<file path="src/match_pkg.sv">
/*
 * Shared game types for the light-cycle match control:
 * state, outcome and winner encodings, score and status structs,
 * AXI4-Lite request/response structs and the register map.
 */
`default_nettype none

package match_pkg;

	typedef enum logic [2:0] {
		IDLE       = 3'd0,
		COUNTDOWN  = 3'd1,
		PLAY       = 3'd2,
		ROUND_OVER = 3'd3,
		MATCH_OVER = 3'd4
	} game_state_e;

	// result of one frame's crash check
	typedef enum logic [1:0] {
		NONE       = 2'd0,
		RED_CRASH  = 2'd1,
		BLUE_CRASH = 2'd2,
		DRAW       = 2'd3
	} outcome_e;

	typedef enum logic [1:0] {
		NO_WINNER = 2'd0,
		RED_WINS  = 2'd1,
		BLUE_WINS = 2'd2
	} winner_e;

	typedef logic [3:0] score_t;

	typedef struct packed {
		logic [7:0] red;
		logic [7:0] blue;
	} head_colors_t;

	// blue in the upper nibble, same layout as the SCORE register
	typedef struct packed {
		score_t blue;
		score_t red;
	} score_pair_t;

	typedef struct packed {
		game_state_e state;
		winner_e     winner;
		score_pair_t scores;
		logic [7:0]  rounds;
	} match_status_t;

	typedef struct packed {
		logic [3:0]  awaddr;
		logic        awvalid;
		logic [31:0] wdata;
		logic [3:0]  wstrb;
		logic        wvalid;
		logic        bready;
		logic [3:0]  araddr;
		logic        arvalid;
		logic        rready;
	} axil_req_t;

	typedef struct packed {
		logic        awready;
		logic        wready;
		logic [1:0]  bresp;
		logic        bvalid;
		logic        arready;
		logic [31:0] rdata;
		logic [1:0]  rresp;
		logic        rvalid;
	} axil_rsp_t;

	localparam logic [7:0] BACKGROUND_COLOR = 8'h01;
	localparam logic [1:0] AXI_RESP_OKAY    = 2'b00;

	// register offsets
	localparam logic [3:0] REG_CTRL   = 4'h0;
	localparam logic [3:0] REG_STATUS = 4'h4;
	localparam logic [3:0] REG_SCORE  = 4'h8;
	localparam logic [3:0] REG_ROUNDS = 4'hC;

endpackage

`default_nettype wire

</file>
<file path="src/round_fsm.sv">
/*
 * Match and round state machine.
 * Sequences idle, countdown, play, a one-cycle round-over and
 * match-over; drives countdown_run, match_clear and round_reset.
 */
`timescale 1ns/1ps
`default_nettype none

module round_fsm (
	input  wire logic                   Clk,
	input  wire logic                   rst_n,
	input  wire logic                   start_cmd,
	input  wire logic                   abort_cmd,
	input  wire logic                   countdown_done,
	input  wire match_pkg::outcome_e    outcome,
	input  wire match_pkg::winner_e     winner,
	output match_pkg::game_state_e      state,
	output logic                        countdown_run,
	output logic                        match_clear,
	output logic                        round_reset
);

	match_pkg::game_state_e state_next;
	logic                   clear_next;

	always_comb
	begin
		state_next = state;
		clear_next = 1'b0;
		if (abort_cmd)
		begin
			// abort from anywhere, scores wiped too
			state_next = match_pkg::IDLE;
			clear_next = 1'b1;
		end
		else
		begin
			case (state)
				match_pkg::IDLE, match_pkg::MATCH_OVER:
				begin
					if (start_cmd)
					begin
						state_next = match_pkg::COUNTDOWN;
						clear_next = 1'b1;
					end
				end
				match_pkg::COUNTDOWN:
				begin
					if (countdown_done)
						state_next = match_pkg::PLAY;
				end
				match_pkg::PLAY:
				begin
					if (outcome != match_pkg::NONE)
						state_next = match_pkg::ROUND_OVER;
				end
				match_pkg::ROUND_OVER:
				begin
					// winner already reflects this round's credit
					if (winner != match_pkg::NO_WINNER)
						state_next = match_pkg::MATCH_OVER;
					else
						state_next = match_pkg::COUNTDOWN;
				end
				default:
					state_next = match_pkg::IDLE;
			endcase
		end
	end

	always_ff @(posedge Clk)
	begin
		if (!rst_n)
		begin
			state       <= match_pkg::IDLE;
			match_clear <= 1'b0;
		end
		else
		begin
			state       <= state_next;
			match_clear <= clear_next;
		end
	end

	assign countdown_run = (state == match_pkg::COUNTDOWN);
	// one cycle per round, also tells the renderer to redraw
	assign round_reset   = (state == match_pkg::ROUND_OVER);

endmodule

`default_nettype wire

</file>
<file path="src/frame_timer.sv">
/*
 * Frame tick divider and countdown frame counter.
 */
`timescale 1ns/1ps
`default_nettype none

module frame_timer #(
	parameter int FRAME_DIV        = 16,
	parameter int COUNTDOWN_FRAMES = 3
) (
	input  wire logic Clk,
	input  wire logic rst_n,
	input  wire logic countdown_run,
	output logic      frame_tick,
	output logic      countdown_done
);

	localparam int DIV_W = $clog2(FRAME_DIV + 1);
	localparam int CD_W  = $clog2(COUNTDOWN_FRAMES + 1);

	logic [DIV_W-1:0] div_cnt;
	logic [CD_W-1:0]  cd_cnt;

	// free running divider, tick on the last count
	always_ff @(posedge Clk)
	begin
		if (!rst_n)
		begin
			div_cnt    <= '0;
			frame_tick <= 1'b0;
		end
		else
		begin
			frame_tick <= (div_cnt == DIV_W'(FRAME_DIV - 1));
			if (div_cnt == DIV_W'(FRAME_DIV - 1))
				div_cnt <= '0;
			else
				div_cnt <= div_cnt + 1'b1;
		end
	end

	// ticks seen so far in this countdown
	always_ff @(posedge Clk)
	begin
		if (!rst_n || !countdown_run || countdown_done)
			cd_cnt <= '0;
		else if (frame_tick)
			cd_cnt <= cd_cnt + 1'b1;
	end

	assign countdown_done = countdown_run && frame_tick &&
		(cd_cnt == CD_W'(COUNTDOWN_FRAMES - 1));

endmodule

`default_nettype wire

</file>
<file path="src/crash_detect.sv">
/*
 * Crash detection.
 * Compares both head colours against the background once per
 * frame during play and registers a single outcome.
 */
`timescale 1ns/1ps
`default_nettype none

module crash_detect (
	input  wire logic                    Clk,
	input  wire logic                    rst_n,
	input  wire logic                    frame_tick,
	input  wire match_pkg::game_state_e  state,
	input  wire match_pkg::head_colors_t head_colors,
	output match_pkg::outcome_e          outcome
);

	logic                red_hit;
	logic                blue_hit;
	match_pkg::outcome_e sample;

	assign red_hit  = (head_colors.red  != match_pkg::BACKGROUND_COLOR);
	assign blue_hit = (head_colors.blue != match_pkg::BACKGROUND_COLOR);

	// both at once counts as a draw, never two points
	always_comb
	begin
		if (red_hit && blue_hit)
			sample = match_pkg::DRAW;
		else if (red_hit)
			sample = match_pkg::RED_CRASH;
		else if (blue_hit)
			sample = match_pkg::BLUE_CRASH;
		else
			sample = match_pkg::NONE;
	end

	always_ff @(posedge Clk)
	begin
		if (!rst_n)
			outcome <= match_pkg::NONE;
		else if (frame_tick && state == match_pkg::PLAY)
			outcome <= sample;
		else
			outcome <= match_pkg::NONE;
	end

endmodule

`default_nettype wire

</file>
<file path="src/score_keeper.sv">
/*
 * Score keeping.
 * Per-player scores, rounds played and the match winner,
 * credited on round_end and cleared on match_clear.
 */
`timescale 1ns/1ps
`default_nettype none

module score_keeper #(
	parameter int WIN_SCORE = 3
) (
	input  wire logic                 Clk,
	input  wire logic                 rst_n,
	input  wire logic                 match_clear,
	input  wire logic                 round_end,
	input  wire match_pkg::outcome_e  outcome,
	output match_pkg::score_pair_t    scores,
	output logic [7:0]                rounds,
	output match_pkg::winner_e        winner
);

	localparam match_pkg::score_t WIN_Q = match_pkg::score_t'(WIN_SCORE);

	match_pkg::outcome_e last_outcome;
	match_pkg::winner_e  winner_q;
	match_pkg::score_t   red_next;
	match_pkg::score_t   blue_next;

	// outcome is a one-cycle pulse ahead of round_end, hold it
	always_ff @(posedge Clk)
	begin
		if (!rst_n)
			last_outcome <= match_pkg::NONE;
		else if (outcome != match_pkg::NONE)
			last_outcome <= outcome;
	end

	// opponent of the crashed player gets the point
	assign red_next  = scores.red +
		match_pkg::score_t'(last_outcome == match_pkg::BLUE_CRASH);
	assign blue_next = scores.blue +
		match_pkg::score_t'(last_outcome == match_pkg::RED_CRASH);

	// look ahead so the FSM sees the winner during round-over itself
	always_comb
	begin
		winner = winner_q;
		if (winner_q == match_pkg::NO_WINNER && round_end)
		begin
			if (red_next == WIN_Q)
				winner = match_pkg::RED_WINS;
			else if (blue_next == WIN_Q)
				winner = match_pkg::BLUE_WINS;
		end
	end

	always_ff @(posedge Clk)
	begin
		if (!rst_n || match_clear)
		begin
			scores   <= '0;
			rounds   <= 8'd0;
			winner_q <= match_pkg::NO_WINNER;
		end
		else if (round_end)
		begin
			scores.red  <= red_next;
			scores.blue <= blue_next;
			// draws count as a round too
			rounds      <= rounds + 8'd1;
			winner_q    <= winner;
		end
	end

endmodule

`default_nettype wire

</file>
<file path="src/status_regs.sv">
/*
 * AXI4-Lite slave with the control and status registers.
 * Control writes become start/abort pulses; status, scores and
 * rounds are returned as read data.
 */
`timescale 1ns/1ps
`default_nettype none

module status_regs (
	input  wire logic                     Clk,
	input  wire logic                     rst_n,
	input  wire match_pkg::axil_req_t     axil_req,
	input  wire match_pkg::match_status_t status,
	output match_pkg::axil_rsp_t          axil_rsp,
	output logic                          start_cmd,
	output logic                          abort_cmd
);

	logic        bvalid_q;
	logic        rvalid_q;
	logic [31:0] rdata_q;
	logic        wr_accept;
	logic        rd_accept;
	logic        ctrl_write;
	logic [31:0] rd_word;

	// address and data only taken together, one write in flight
	assign wr_accept = axil_req.awvalid && axil_req.wvalid && !bvalid_q;
	assign rd_accept = axil_req.arvalid && !rvalid_q;

	assign ctrl_write = wr_accept && (axil_req.awaddr == match_pkg::REG_CTRL) &&
		axil_req.wstrb[0];

	// abort wins if both bits set
	assign abort_cmd = ctrl_write && axil_req.wdata[1];
	assign start_cmd = ctrl_write && axil_req.wdata[0] && !axil_req.wdata[1];

	always_ff @(posedge Clk)
	begin
		if (!rst_n)
			bvalid_q <= 1'b0;
		else if (wr_accept)
			bvalid_q <= 1'b1;
		else if (axil_req.bready)
			bvalid_q <= 1'b0;
	end

	// read data formatting, unmapped offsets read zero
	always_comb
	begin
		rd_word = 32'd0;
		case (axil_req.araddr)
			match_pkg::REG_STATUS:
			begin
				rd_word[2:0] = status.state;
				rd_word[5:4] = status.winner;
			end
			match_pkg::REG_SCORE:
				rd_word[7:0] = status.scores;
			match_pkg::REG_ROUNDS:
				rd_word[7:0] = status.rounds;
			default:
				rd_word = 32'd0;
		endcase
	end

	always_ff @(posedge Clk)
	begin
		if (!rst_n)
			rvalid_q <= 1'b0;
		else if (rd_accept)
			rvalid_q <= 1'b1;
		else if (axil_req.rready)
			rvalid_q <= 1'b0;
	end

	always_ff @(posedge Clk)
	begin
		if (rd_accept)
			rdata_q <= rd_word;
	end

	always_comb
	begin
		axil_rsp.awready = wr_accept;
		axil_rsp.wready  = wr_accept;
		axil_rsp.bresp   = match_pkg::AXI_RESP_OKAY;
		axil_rsp.bvalid  = bvalid_q;
		axil_rsp.arready = !rvalid_q;
		axil_rsp.rdata   = rdata_q;
		axil_rsp.rresp   = match_pkg::AXI_RESP_OKAY;
		axil_rsp.rvalid  = rvalid_q;
	end

endmodule

`default_nettype wire

</file>
<file path="src/match_top.sv">
/*
 * Top level of the match control.
 * Wires FSM, frame timer, crash detect, scoring and the AXI4-Lite
 * registers, and carries the game parameters down.
 */
`timescale 1ns/1ps
`default_nettype none

module match_top #(
	parameter int FRAME_DIV        = 16,
	parameter int COUNTDOWN_FRAMES = 3,
	parameter int WIN_SCORE        = 3
) (
	input  wire logic                    Clk,
	input  wire logic                    rst_n,
	input  wire match_pkg::axil_req_t    axil_req,
	input  wire match_pkg::head_colors_t head_colors,
	output match_pkg::axil_rsp_t         axil_rsp,
	output logic                         round_reset
);

	match_pkg::game_state_e  state;
	match_pkg::outcome_e     outcome;
	match_pkg::winner_e      winner;
	match_pkg::score_pair_t  scores;
	match_pkg::match_status_t status;
	logic [7:0]              rounds;
	logic                    start_cmd;
	logic                    abort_cmd;
	logic                    frame_tick;
	logic                    countdown_done;
	logic                    countdown_run;
	logic                    match_clear;

	assign status = '{state: state, winner: winner, scores: scores, rounds: rounds};

	round_fsm u_fsm (
		.Clk(Clk), .rst_n(rst_n),
		.start_cmd(start_cmd), .abort_cmd(abort_cmd),
		.countdown_done(countdown_done), .outcome(outcome), .winner(winner),
		.state(state), .countdown_run(countdown_run),
		.match_clear(match_clear), .round_reset(round_reset)
	);

	frame_timer #(.FRAME_DIV(FRAME_DIV), .COUNTDOWN_FRAMES(COUNTDOWN_FRAMES)) u_timer (
		.Clk(Clk), .rst_n(rst_n), .countdown_run(countdown_run),
		.frame_tick(frame_tick), .countdown_done(countdown_done)
	);

	crash_detect u_crash (
		.Clk(Clk), .rst_n(rst_n), .frame_tick(frame_tick),
		.state(state), .head_colors(head_colors), .outcome(outcome)
	);

	// round_end is the same pulse the renderer gets
	score_keeper #(.WIN_SCORE(WIN_SCORE)) u_score (
		.Clk(Clk), .rst_n(rst_n), .match_clear(match_clear),
		.round_end(round_reset), .outcome(outcome),
		.scores(scores), .rounds(rounds), .winner(winner)
	);

	status_regs u_regs (
		.Clk(Clk), .rst_n(rst_n), .axil_req(axil_req), .status(status),
		.axil_rsp(axil_rsp), .start_cmd(start_cmd), .abort_cmd(abort_cmd)
	);

endmodule

`default_nettype wire

</file>
<file path="config.mk">
export PLATFORM = sky130hd
export DESIGN_NAME = match_top
export DESIGN_NICKNAME = d
export VERILOG_FILES = /design/src/match_pkg.sv /design/src/round_fsm.sv /design/src/frame_timer.sv /design/src/crash_detect.sv /design/src/score_keeper.sv /design/src/status_regs.sv /design/src/match_top.sv
export SDC_FILE = /design/constraint.sdc
export NUM_CORES = 1
export LEC_CHECK = 0
export BUFFER_PORTS_ARGS = -buffer_cell sky130_fd_sc_hd__buf_4
export CORE_MARGIN = 10
export CORE_UTILIZATION = 45
export CTS_BUF_LIST = sky130_fd_sc_hd__clkbuf_2 sky130_fd_sc_hd__clkbuf_4 sky130_fd_sc_hd__clkbuf_8
export DETAILED_ROUTE_END_ITERATION = 7
export PLACE_DENSITY = 0.78
export SYNTH_ARGS = -nofsm -noshare
export SYNTH_HDL_FRONTEND = slang
export SYNTH_SLANG_ARGS = --single-unit
</file>
<file path="constraint.sdc">
create_clock -name Clk -period 2.4 [get_ports Clk]
set_clock_uncertainty 0.2 [all_clocks]
set_input_delay 0.36 -clock Clk [delete_from_list [all_inputs] [get_ports Clk]]
set_output_delay 0.36 -clock Clk [all_outputs]
set_load 0.01 [all_outputs]
</file>
Yosys cells after proc, flatten, opt, wreduce, memory -nomap -nowiden. Index checks and enable logic that the tools add are counted.

Register bits: 44. Input bits: 67. Output and inout bits: 42. Word-level logic and storage cells: 93.

Add/sub/neg operators: 5. Equal/unequal tests: 18. Multiplexer cells: 22. Bitwise operators: 1. Reductions and logical operators: 33.

Operator list (count): inequality test 8 x 1 -> 1 bit (second input constant) (2); logical AND 1 bit (13); two-way mux 2 bit (6); two-way mux 3 bit (4); case mux 3 bit (4 select lines) (1); case mux 3 bit (3 select lines) (1); adder 4 x 1 -> 4 bit (2); adder 8 x 1 -> 8 bit (second input constant) (1); == test 4 x 2 -> 1 bit (second input constant) (2); == test 4 bit (second input constant) (2); nonzero test 2 bit (4); two-way mux 1 bit (7); == test 3 x 2 -> 1 bit (second input constant) (2); inequality test 2 bit (second input constant) (3); case mux 2 bit (3 select lines) (1); OR reduction 2 bit (3); adder 5 x 1 -> 5 bit (second input constant) (1); == test 5 x 4 -> 1 bit (second input constant) (1); zero test 1 bit (5); == test 2 bit (second input constant) (2); == test 4 x 3 -> 1 bit (second input constant) (1); zero test 4 bit (1); case mux 2 bit (2 select lines) (1); == test 3 x 1 -> 1 bit (second input constant) (1); 10 further kinds (12).

Longest topological paths before layout. Gate-level depths: netlist (run 1).

Word-level depth: 9. Gate-level depth with buffers: 8. Depth with buffers taken out: 8.

Cells and area by module. From an unflattened synthesis (run 1), not the netlist that was laid out.

Cell total of the unflattened synthesis: 248. Area total of the unflattened synthesis: 2424.8 um^2.

Modules (own cells, without submodules): score_keeper (instances 1, cells each 100, area an instance 950.9 um^2); status_regs (instances 1, cells each 81, area an instance 794.5 um^2); frame_timer (instances 1, cells each 34, area an instance 334.1 um^2); round_fsm (instances 1, cells each 24, area an instance 212.7 um^2); crash_detect (instances 1, cells each 9, area an instance 132.6 um^2).

Worst setup path before layout (run 1). Ideal clock, no wire load.

Path kind: reg-to-reg. Start: register u_score.last_outcome[1]. End: register u_regs.rdata_q[4] (data pin). Arrival time: 1613 ps. Path slack: 326 ps. Stages on the path, launching flop included: 9. Path buffers: 0. Period minus slack after synthesis: 2074 ps. Cells stage by stage: dfxtp_1 nor2b_1 ha_1 ha_1 and2_1 a31oi_1 or3_1 nor2_1 o311a_1.

Word-level cells in the longest chain between the ends: 7. Elaborated cells between the ends (all ways): 10.

RTL lines: start, declared (RTL line score_keeper.sv:24) `match_pkg::outcome_e last_outcome;`; start signal, assigned (RTL line score_keeper.sv:33) `last_outcome <= match_pkg::NONE;`; start signal, assigned (RTL line score_keeper.sv:35) `last_outcome <= outcome;`; == test 2 x 1 -> 1 bit (RTL line score_keeper.sv:42) `match_pkg::score_t'(last_outcome == match_pkg::RED_CRASH);`; adder 4 x 1 -> 4 bit (RTL line score_keeper.sv:41) `assign blue_next = scores.blue +`; == test 4 x 2 -> 1 bit (RTL line score_keeper.sv:52) `else if (blue_next == WIN_Q)`; two-way mux 2 bit (RTL line score_keeper.sv:52); two-way mux 2 bit * (RTL line score_keeper.sv:50) `if (red_next == WIN_Q)`; two-way mux 2 bit * (RTL line score_keeper.sv:48) `if (winner_q == match_pkg::NO_WINNER && round_end)`; case mux 2 bit (3 select lines) * (RTL line status_regs.sv:52) `case (axil_req.araddr)`; via u_regs.rd_word[4] (RTL line status_regs.sv:25) `logic [31:0] rd_word;`; end signal, assigned (RTL line status_regs.sv:80) `rdata_q <= rd_word;`; end, declared (RTL line status_regs.sv:21) `logic [31:0] rdata_q;`.

Mark *: on every way through the listed nets, which the timed path passes. The rest lies on a longest branch. A chain may end at the register's enable or synchronous reset.

Worst setup path in the final report (run 1). Ends and elaborated chain as after synthesis.

==> results.json, run 1 <==
{
  "worst_slew_pin_slew_ns": 0.705,
  "slew_viol_final": 0,
  "grt_pass1_vias": 1852,
  "dpl_worst_slack_ns": 0.150,
  "p_int_mw": 1.15,
  "grt_use_met2_pct": 20.1,
  "p_switching_mw": 0.331,
  "synthXorXnorAreaFrac_pct": 5.66,
  "io_pins": 109,
  "crit_path_top_delay_cell": "dfxtp_1",
  "p_total_mw": 1.48,
  "swShare_pct": 22.3,
  "die_w_um": 91.8,
  "status": "finished, final reports clean",
  "antennaDiodeCount": 0,
  "gp_congestion": 0.814,
  "routed_wl_mm": 4.82,
  "finalSetupViolCount": 0,
  "finalCritPeriodShare_pct": 94.1,
  "synth_cells": 253,
  "wl_per_cell_um": 13.1,
  "ys_types": 52,
  "worstSetupStartpointType": "register",
  "fin_tns_setup_ns": 0,
  "powerDensity_nw_per_um2": 547,
  "seq_power_share_pct": 52.2,
  "final_cells": 367,
  "synthDominantCellAreaShare_pct": 31.0,
  "final_util_pct": 53.7,
  "vdd_drop_max_v": 0.000348,
  "cts_buffers": 5,
  "syn_area_per_cell_um2": 9.18,
  "drive_gt1_share_pct": 22.9,
  "nets": 371,
  "grt.busiest_layer": "met2",
  "arrival_ns": 2.11,
  "grt_pass1_wl_mm": 8.00,
  "crit_path_end_kind": "register",
  "synthMuxAreaShare_pct": 3.18,
  "root_buffer": "clkbuf_8",
  "h-tree-depth": 2,
  "synth_top_family_by_area": "simple AND/OR/NAND/NOR gates",
  "final_area_um2": 2710,
  "max_freq_ghz": 0.443,
  "vias": 1747,
  "crit_path_max_fanout": 4,
  "finalWorstSetupSlack_ns": 0.142,
  "holdWs_ns": 0.0990,
  "met3_usage_pct": 4.24,
  "clk_latency_ns": 0.30,
  "p_clk_share_pct": 38.3,
  "synth_top_flop_cell": "dfxtp_1",
  "leakagePower_nw": 1.15,
  "clock-sinks": 44,
  "hold_path.class": "in2reg",
  "finalCriticalPeriod_ns": 2.26,
  "synth_fa_ha_area_share_pct": 4.31,
  "cts_setup_buffers": 0,
  "required_ns": 2.25,
  "yosys.area.top_type": "dfxtp_1",
  "core_area_um2": 5040,
  "relSlewSlack_pct": 53.0,
  "area.growth.synth_to_final_pct": 16.7,
  "async_flop_share_pct": 0,
  "placed_area_um2": 2600,
  "synth_compound_area_share_pct": 9.86,
  "via_per_inst": 4.76,
  "num_rows": 26,
  "cts_resized": 0,
  "syn_area_um2": 2320,
  "hold_violations": 0,
  "initial_utilization_pct": 46.1,
  "cts_tree": "built",
  "combPwrFrac_pct": 9.5,
  "yosysSeqAreaShare_pct": 41.4,
  "die_area_um2": 8430,
  "ant_nets": 0,
  "crit_chain": "nor2b_1 > ha_1 > ha_1 > and2_1 > a31oi_1 > or3_1 > nor2_1 > o311a_1",
  "antenna_found_initial": 0,
  "drt_iter0_drc": 54,
  "rsz0062_at_grt": "no",
  "hold_buffers": 0,
  "chipHeight_um": 91.8,
  "yosys.area_share.simple_pct": 22.7,
  "gr-usage-met1_pct": 11.8,
  "numPortBuffers": 47,
  "grt_use_total_pct": 11.2,
  "ys_top_cells_by_area": "dfxtp_1, buf_4, edfxtp_1",
  "drv_cap": 0,
  "path_common_cell": "ha_1",
  "dp_hpwl_mm": 3.88,
  "numPlacedInstances": 359,
  "ys_seq_elements": 44,
  "drc": 0,
  "clk_pin_slew_ns": 0.08,
  "synth-edff-count": 8,
  "clockBufferDepth": 2,
  "slowest_delay_ns": 0.32,
  "ys_warn_count": 0,
  "first_pass_iters": 4,
  "grt_overflow_total": 0,
  "grt_start_max_net_pins": 19,
  "crit_type": "reg2reg"
}
synth_stat cells, drive strengths merged, types with 4 or more instances:
cell / instances
nor2: 27
xnor2: 7
ha: 8
nand2: 26
nor3: 6
edfxtp: 8
nand3: 5
inv: 6
buf: 35
xor2: 8
mux2i: 4
nor2b: 8
dfxtp: 36
nand4: 4
a21oi: 15
cell type report:
cell class | count | area, um^2
clock inverters | 2 | 35.0
clock buffers | 6 | 76.3
fillers | 492 | 2330
inverters | 7 | 31.3
multi-input cells | 191 | 1170
flip-flops and latches | 44 | 961
well taps | 70 | 87.6
repair buffers | 47 | 353
power by group through the flow:
stage / sequential, mW / clock (mW) / combinational [mW]
after floorplan: 0.794 / 0 / 0.107
after global placement: 0.792 / 0 / 0.137
after detailed placement: 0.792 / 0 / 0.140
after CTS: 0.775 / 0.585 / 0.141
after global routing: 0.777 / 0.612 / 0.155
final: 0.775 / 0.567 / 0.141
kinds of logic after synthesis:
family / count (synthesis)
mux: 7
flops: 44
other cells: 1
xor+xnor: 15
fa+ha+maj: 8
simple gates: 98
buf+inv: 45
compound gates: 35
layer usage:
layer	part of all wire, %	wire (um)
met2	51	2460
met1	42	2050
met3	5.5	265
met4	1.0	49
met5	0	0
registers in the layout, indices dropped and copies added, names as in the netlist, 3 cells and up:
signal / cells
u_timer.div_cnt: 5
u_regs.rdata_q: 8
u_fsm.state: 3
u_score.rounds: 8
u_score.scores: 8
critical path: cells and delay by family, from the launching register on:
family                     cells  cell delay (ns)
AOI/OAI and AO/OA              2             0.52
DFF                            1             0.32
and+or+nand+nor                4             0.54
adders and majority gates      2             0.44
path summary, 6_finish.rpt:
path	cells past startpoint	slack (ns)	startpoint	to
worst max-delay path	8	0.14	u_score.last_outcome[1]	u_regs.rdata_q[4]
worst min-delay path	2	0.1	axil_req[1]	u_regs.rvalid_q
worst max register to register	8	0.14	u_score.last_outcome[1]	u_regs.rdata_q[4]
worst min register to register	1	0.26	u_timer.div_cnt[0]	u_timer.div_cnt[0]
cells in the final DEF, fill, tap and decap left out, types with 6 or more instances in the layout:
cell type / n
xor2_1: 8
dfxtp_1: 36
nor2_1: 27
nand2_1: 24
nor2b_1: 8
ha_1: 8
buf_4: 47
edfxtp_1: 8
xnor2_1: 7
conb_1: 28
a21oi_1: 15
inv_1: 6
Note: power is estimated with default switching activity, not from simulation.
==> run 2: changes to the inputs <==
--- a/config.mk
+++ b/config.mk
@@ -5,12 +5,11 @@
 export SDC_FILE = /design/constraint.sdc
 export NUM_CORES = 1
 export LEC_CHECK = 0
-export BUFFER_PORTS_ARGS = -buffer_cell sky130_fd_sc_hd__buf_4
 export CORE_MARGIN = 10
 export CORE_UTILIZATION = 45
 export CTS_BUF_LIST = sky130_fd_sc_hd__clkbuf_2 sky130_fd_sc_hd__clkbuf_4 sky130_fd_sc_hd__clkbuf_8
 export DETAILED_ROUTE_END_ITERATION = 7
-export PLACE_DENSITY = 0.78
+export DONT_BUFFER_PORTS = 1
 export SYNTH_ARGS = -nofsm -noshare
 export SYNTH_HDL_FRONTEND = slang
 export SYNTH_SLANG_ARGS = --single-unit
==> run 2 against run 1 <==
Fmax rose by 1.0%. Sequential power is 0.8% higher. Via count is 8.6% lower. Worst hold slack worse by 0.089 ns. First-iteration DRC count down 50%. Combinational power down 50%. Final cell count down 13%.
==> results.json, run 2 (same netlist as run 1, synthesis figures left out) <==
{
  "hold_depth": 1,
  "drv_cap": 0,
  "cts_tree": "built",
  "drive_gt1_share_pct": 8.37,
  "clock-sinks": 44,
  "required_ns": 2.24,
  "cts_buffers": 5,
  "via_per_inst": 4.98,
  "worstSetupStartpointType": "register",
  "finalCritPeriodShare_pct": 93.1,
  "crit_path_max_fanout": 4,
  "nets": 325,
  "wl_per_cell_um": 14.1,
  "die_w_um": 91.8,
  "powerDensity_nw_per_um2": 561,
  "clk_pin_slew_ns": 0.07,
  "routed_wl_mm": 4.53,
  "crit_chain": "nor2b_1 > ha_1 > ha_1 > and2_1 > a31oi_1 > or3_1 > nor2_1 > o311a_1",
  "final_cell_mix": "dfxtp_1, conb_1, nor2_1, nand2_1, a21oi_1",
  "status": "finished, final reports clean",
  "area.growth.synth_to_final_pct": 0.970,
  "grt_overflow_total": 0,
  "clockBufferDepth": 2,
  "num_rows": 26,
  "die_area_um2": 8430,
  "crit_path_top_delay_cell": "dfxtp_1",
  "grt_pass1_wl_mm": 7.79,
  "arrival_ns": 2.08,
  "core_area_um2": 5040,
  "rsz0062_at_grt": "no",
  "r2r_setup_slack_ns": 0.16,
  "r2r_end": "u_regs.rdata_q[4]",
  "crit_path_end_kind": "register",
  "finalCriticalPeriod_ns": 2.24,
  "max_freq_ghz": 0.447,
  "leakagePower_nw": 0.911,
  "grt_use_total_pct": 11.2,
  "antennaDiodeCount": 0,
  "reg_top3": "u_regs.rdata_q x8, u_score.rounds x8, u_score.scores x8",
  "p_total_mw": 1.32,
  "r2r_start": "u_score.last_outcome[1]",
  "worstRegToRegCells": 8,
  "nFillCells": 507,
  "ant_nets": 0,
  "min_from": "axil_req[1]",
  "h-tree-depth": 2,
  "root_buffer": "clkbuf_8",
  "finalSetupViolCount": 0,
  "chipHeight_um": 91.8,
  "first_pass_iters": 4,
  "slowest_delay_ns": 0.32,
  "min_to": "u_regs.rvalid_q",
  "numPortBuffers": 0,
  "drc": 0,
  "gp_congestion": 0.754,
  "slew_viol_final": 0,
  "vdd_drop_max_v": 0.000305,
  "antenna_found_initial": 0,
  "hold_violations": 0,
  "clk_latency_ns": 0.30,
  "fin_tns_setup_ns": 0,
  "vias": 1597,
  "grt_start_max_net_pins": 19,
  "drt_iter0_drc": 27,
  "initial_utilization_pct": 46.1,
  "layout_commonest_cell": "dfxtp_1",
  "path_common_cell": "ha_1",
  "crit_type": "reg2reg",
  "dp_hpwl_mm": 3.58,
  "grt_pass1_vias": 1639,
  "io_pins": 109,
  "hold_path.class": "in2reg",
  "worst_slew_pin_slew_ns": 0.745,
  "relSlewSlack_pct": 50.3
}
==> run 2: report_power, final <==
group | switching, mW | internal [mW] | leakage [nW]
combinational | 0.0498 | 0.0203 | 0.492
clock | 0.237 | 0.227 | 0.0491
sequential | 0.0154 | 0.766 | 0.371
==> run 2: per-layer routing <==
metal / vias to the layer above / global-route usage [%] / wire, um
li1: 812 / - / -
met1: 738 / 12.4 / 1970
met2: 41 / 18.6 / 2200
met3: 6 / 4.81 / 299
met4: 0 / 4.24 / 68
met5: - / 0 / 0
==> run 2: how the worst max path moves through the flow <==
| stage | cells after the start | start | end | slack [ns] |
|---|---|---|---|---|
| 2_1_floorplan | 8 | u_score.last_outcome[1] | u_regs.rdata_q[4] | 0.33 |
| 3_3_place_gp | 8 | u_score.last_outcome[1] | u_regs.rdata_q[4] | 0.18 |
| 3_5_place_dp | 8 | u_score.last_outcome[1] | u_regs.rdata_q[4] | 0.17 |
| 4_1_cts | 8 | u_score.last_outcome[1] | u_regs.rdata_q[4] | 0.16 |
| 5_1_grt | 8 | u_score.last_outcome[1] | u_regs.rdata_q[5] | 0.03 |
| 6_report | 8 | u_score.last_outcome[1] | u_regs.rdata_q[4] | 0.16 |
==> run 2: worst max-delay path: cells and delay by family, from the launching register on <==
kind	cells	cell delay [ns]
and+or+nand+nor	4	0.55
AOI/OAI and AO/OA	2	0.48
DFF	1	0.32
adders and majority gates	2	0.44
==> run 2: timing repair <==
item | in CTS | in global routing
setup buffers | 0 | 0
gates resized for setup | 0 | 0
endpoints found under the hold margin | 4 | 0
hold buffers | 1 | 0
setup endpoints to repair | 0 | 0
==> run 2: area by class of cell <==
type | count | area [um^2] | area share (%)
Timing Repair Buffer | 1 | 10.0 | 0.427
Clock inverter | 1 | 5.00 | 0.213
Multi-Input combinational cell | 191 | 1170 | 49.7
Inverter | 7 | 31.3 | 1.33
Tap cell | 70 | 87.6 | 3.74
Clock buffer | 7 | 83.8 | 3.58
Sequential cell | 44 | 961 | 41.0
==> run 2: stage by stage <==
| stage | instance area, um^2 | hold slack, ns | std cells | setup slack, ns | util (%) |
|---|---|---|---|---|---|
| after floorplan | 2420 | 0.218 | 280 | 0.326 | - |
| after global placement | 2250 | 0.232 | 312 | 0.175 | 44.5 |
| after detailed placement | 2250 | 0.244 | 312 | 0.172 | 44.5 |
| after CTS | 2340 | 0.000495 | 321 | 0.159 | 46.5 |
| after global routing | 2340 | 0.000652 | 321 | 0.0271 | 46.5 |
| final | 2340 | 0.00982 | 321 | 0.165 | 46.5 |
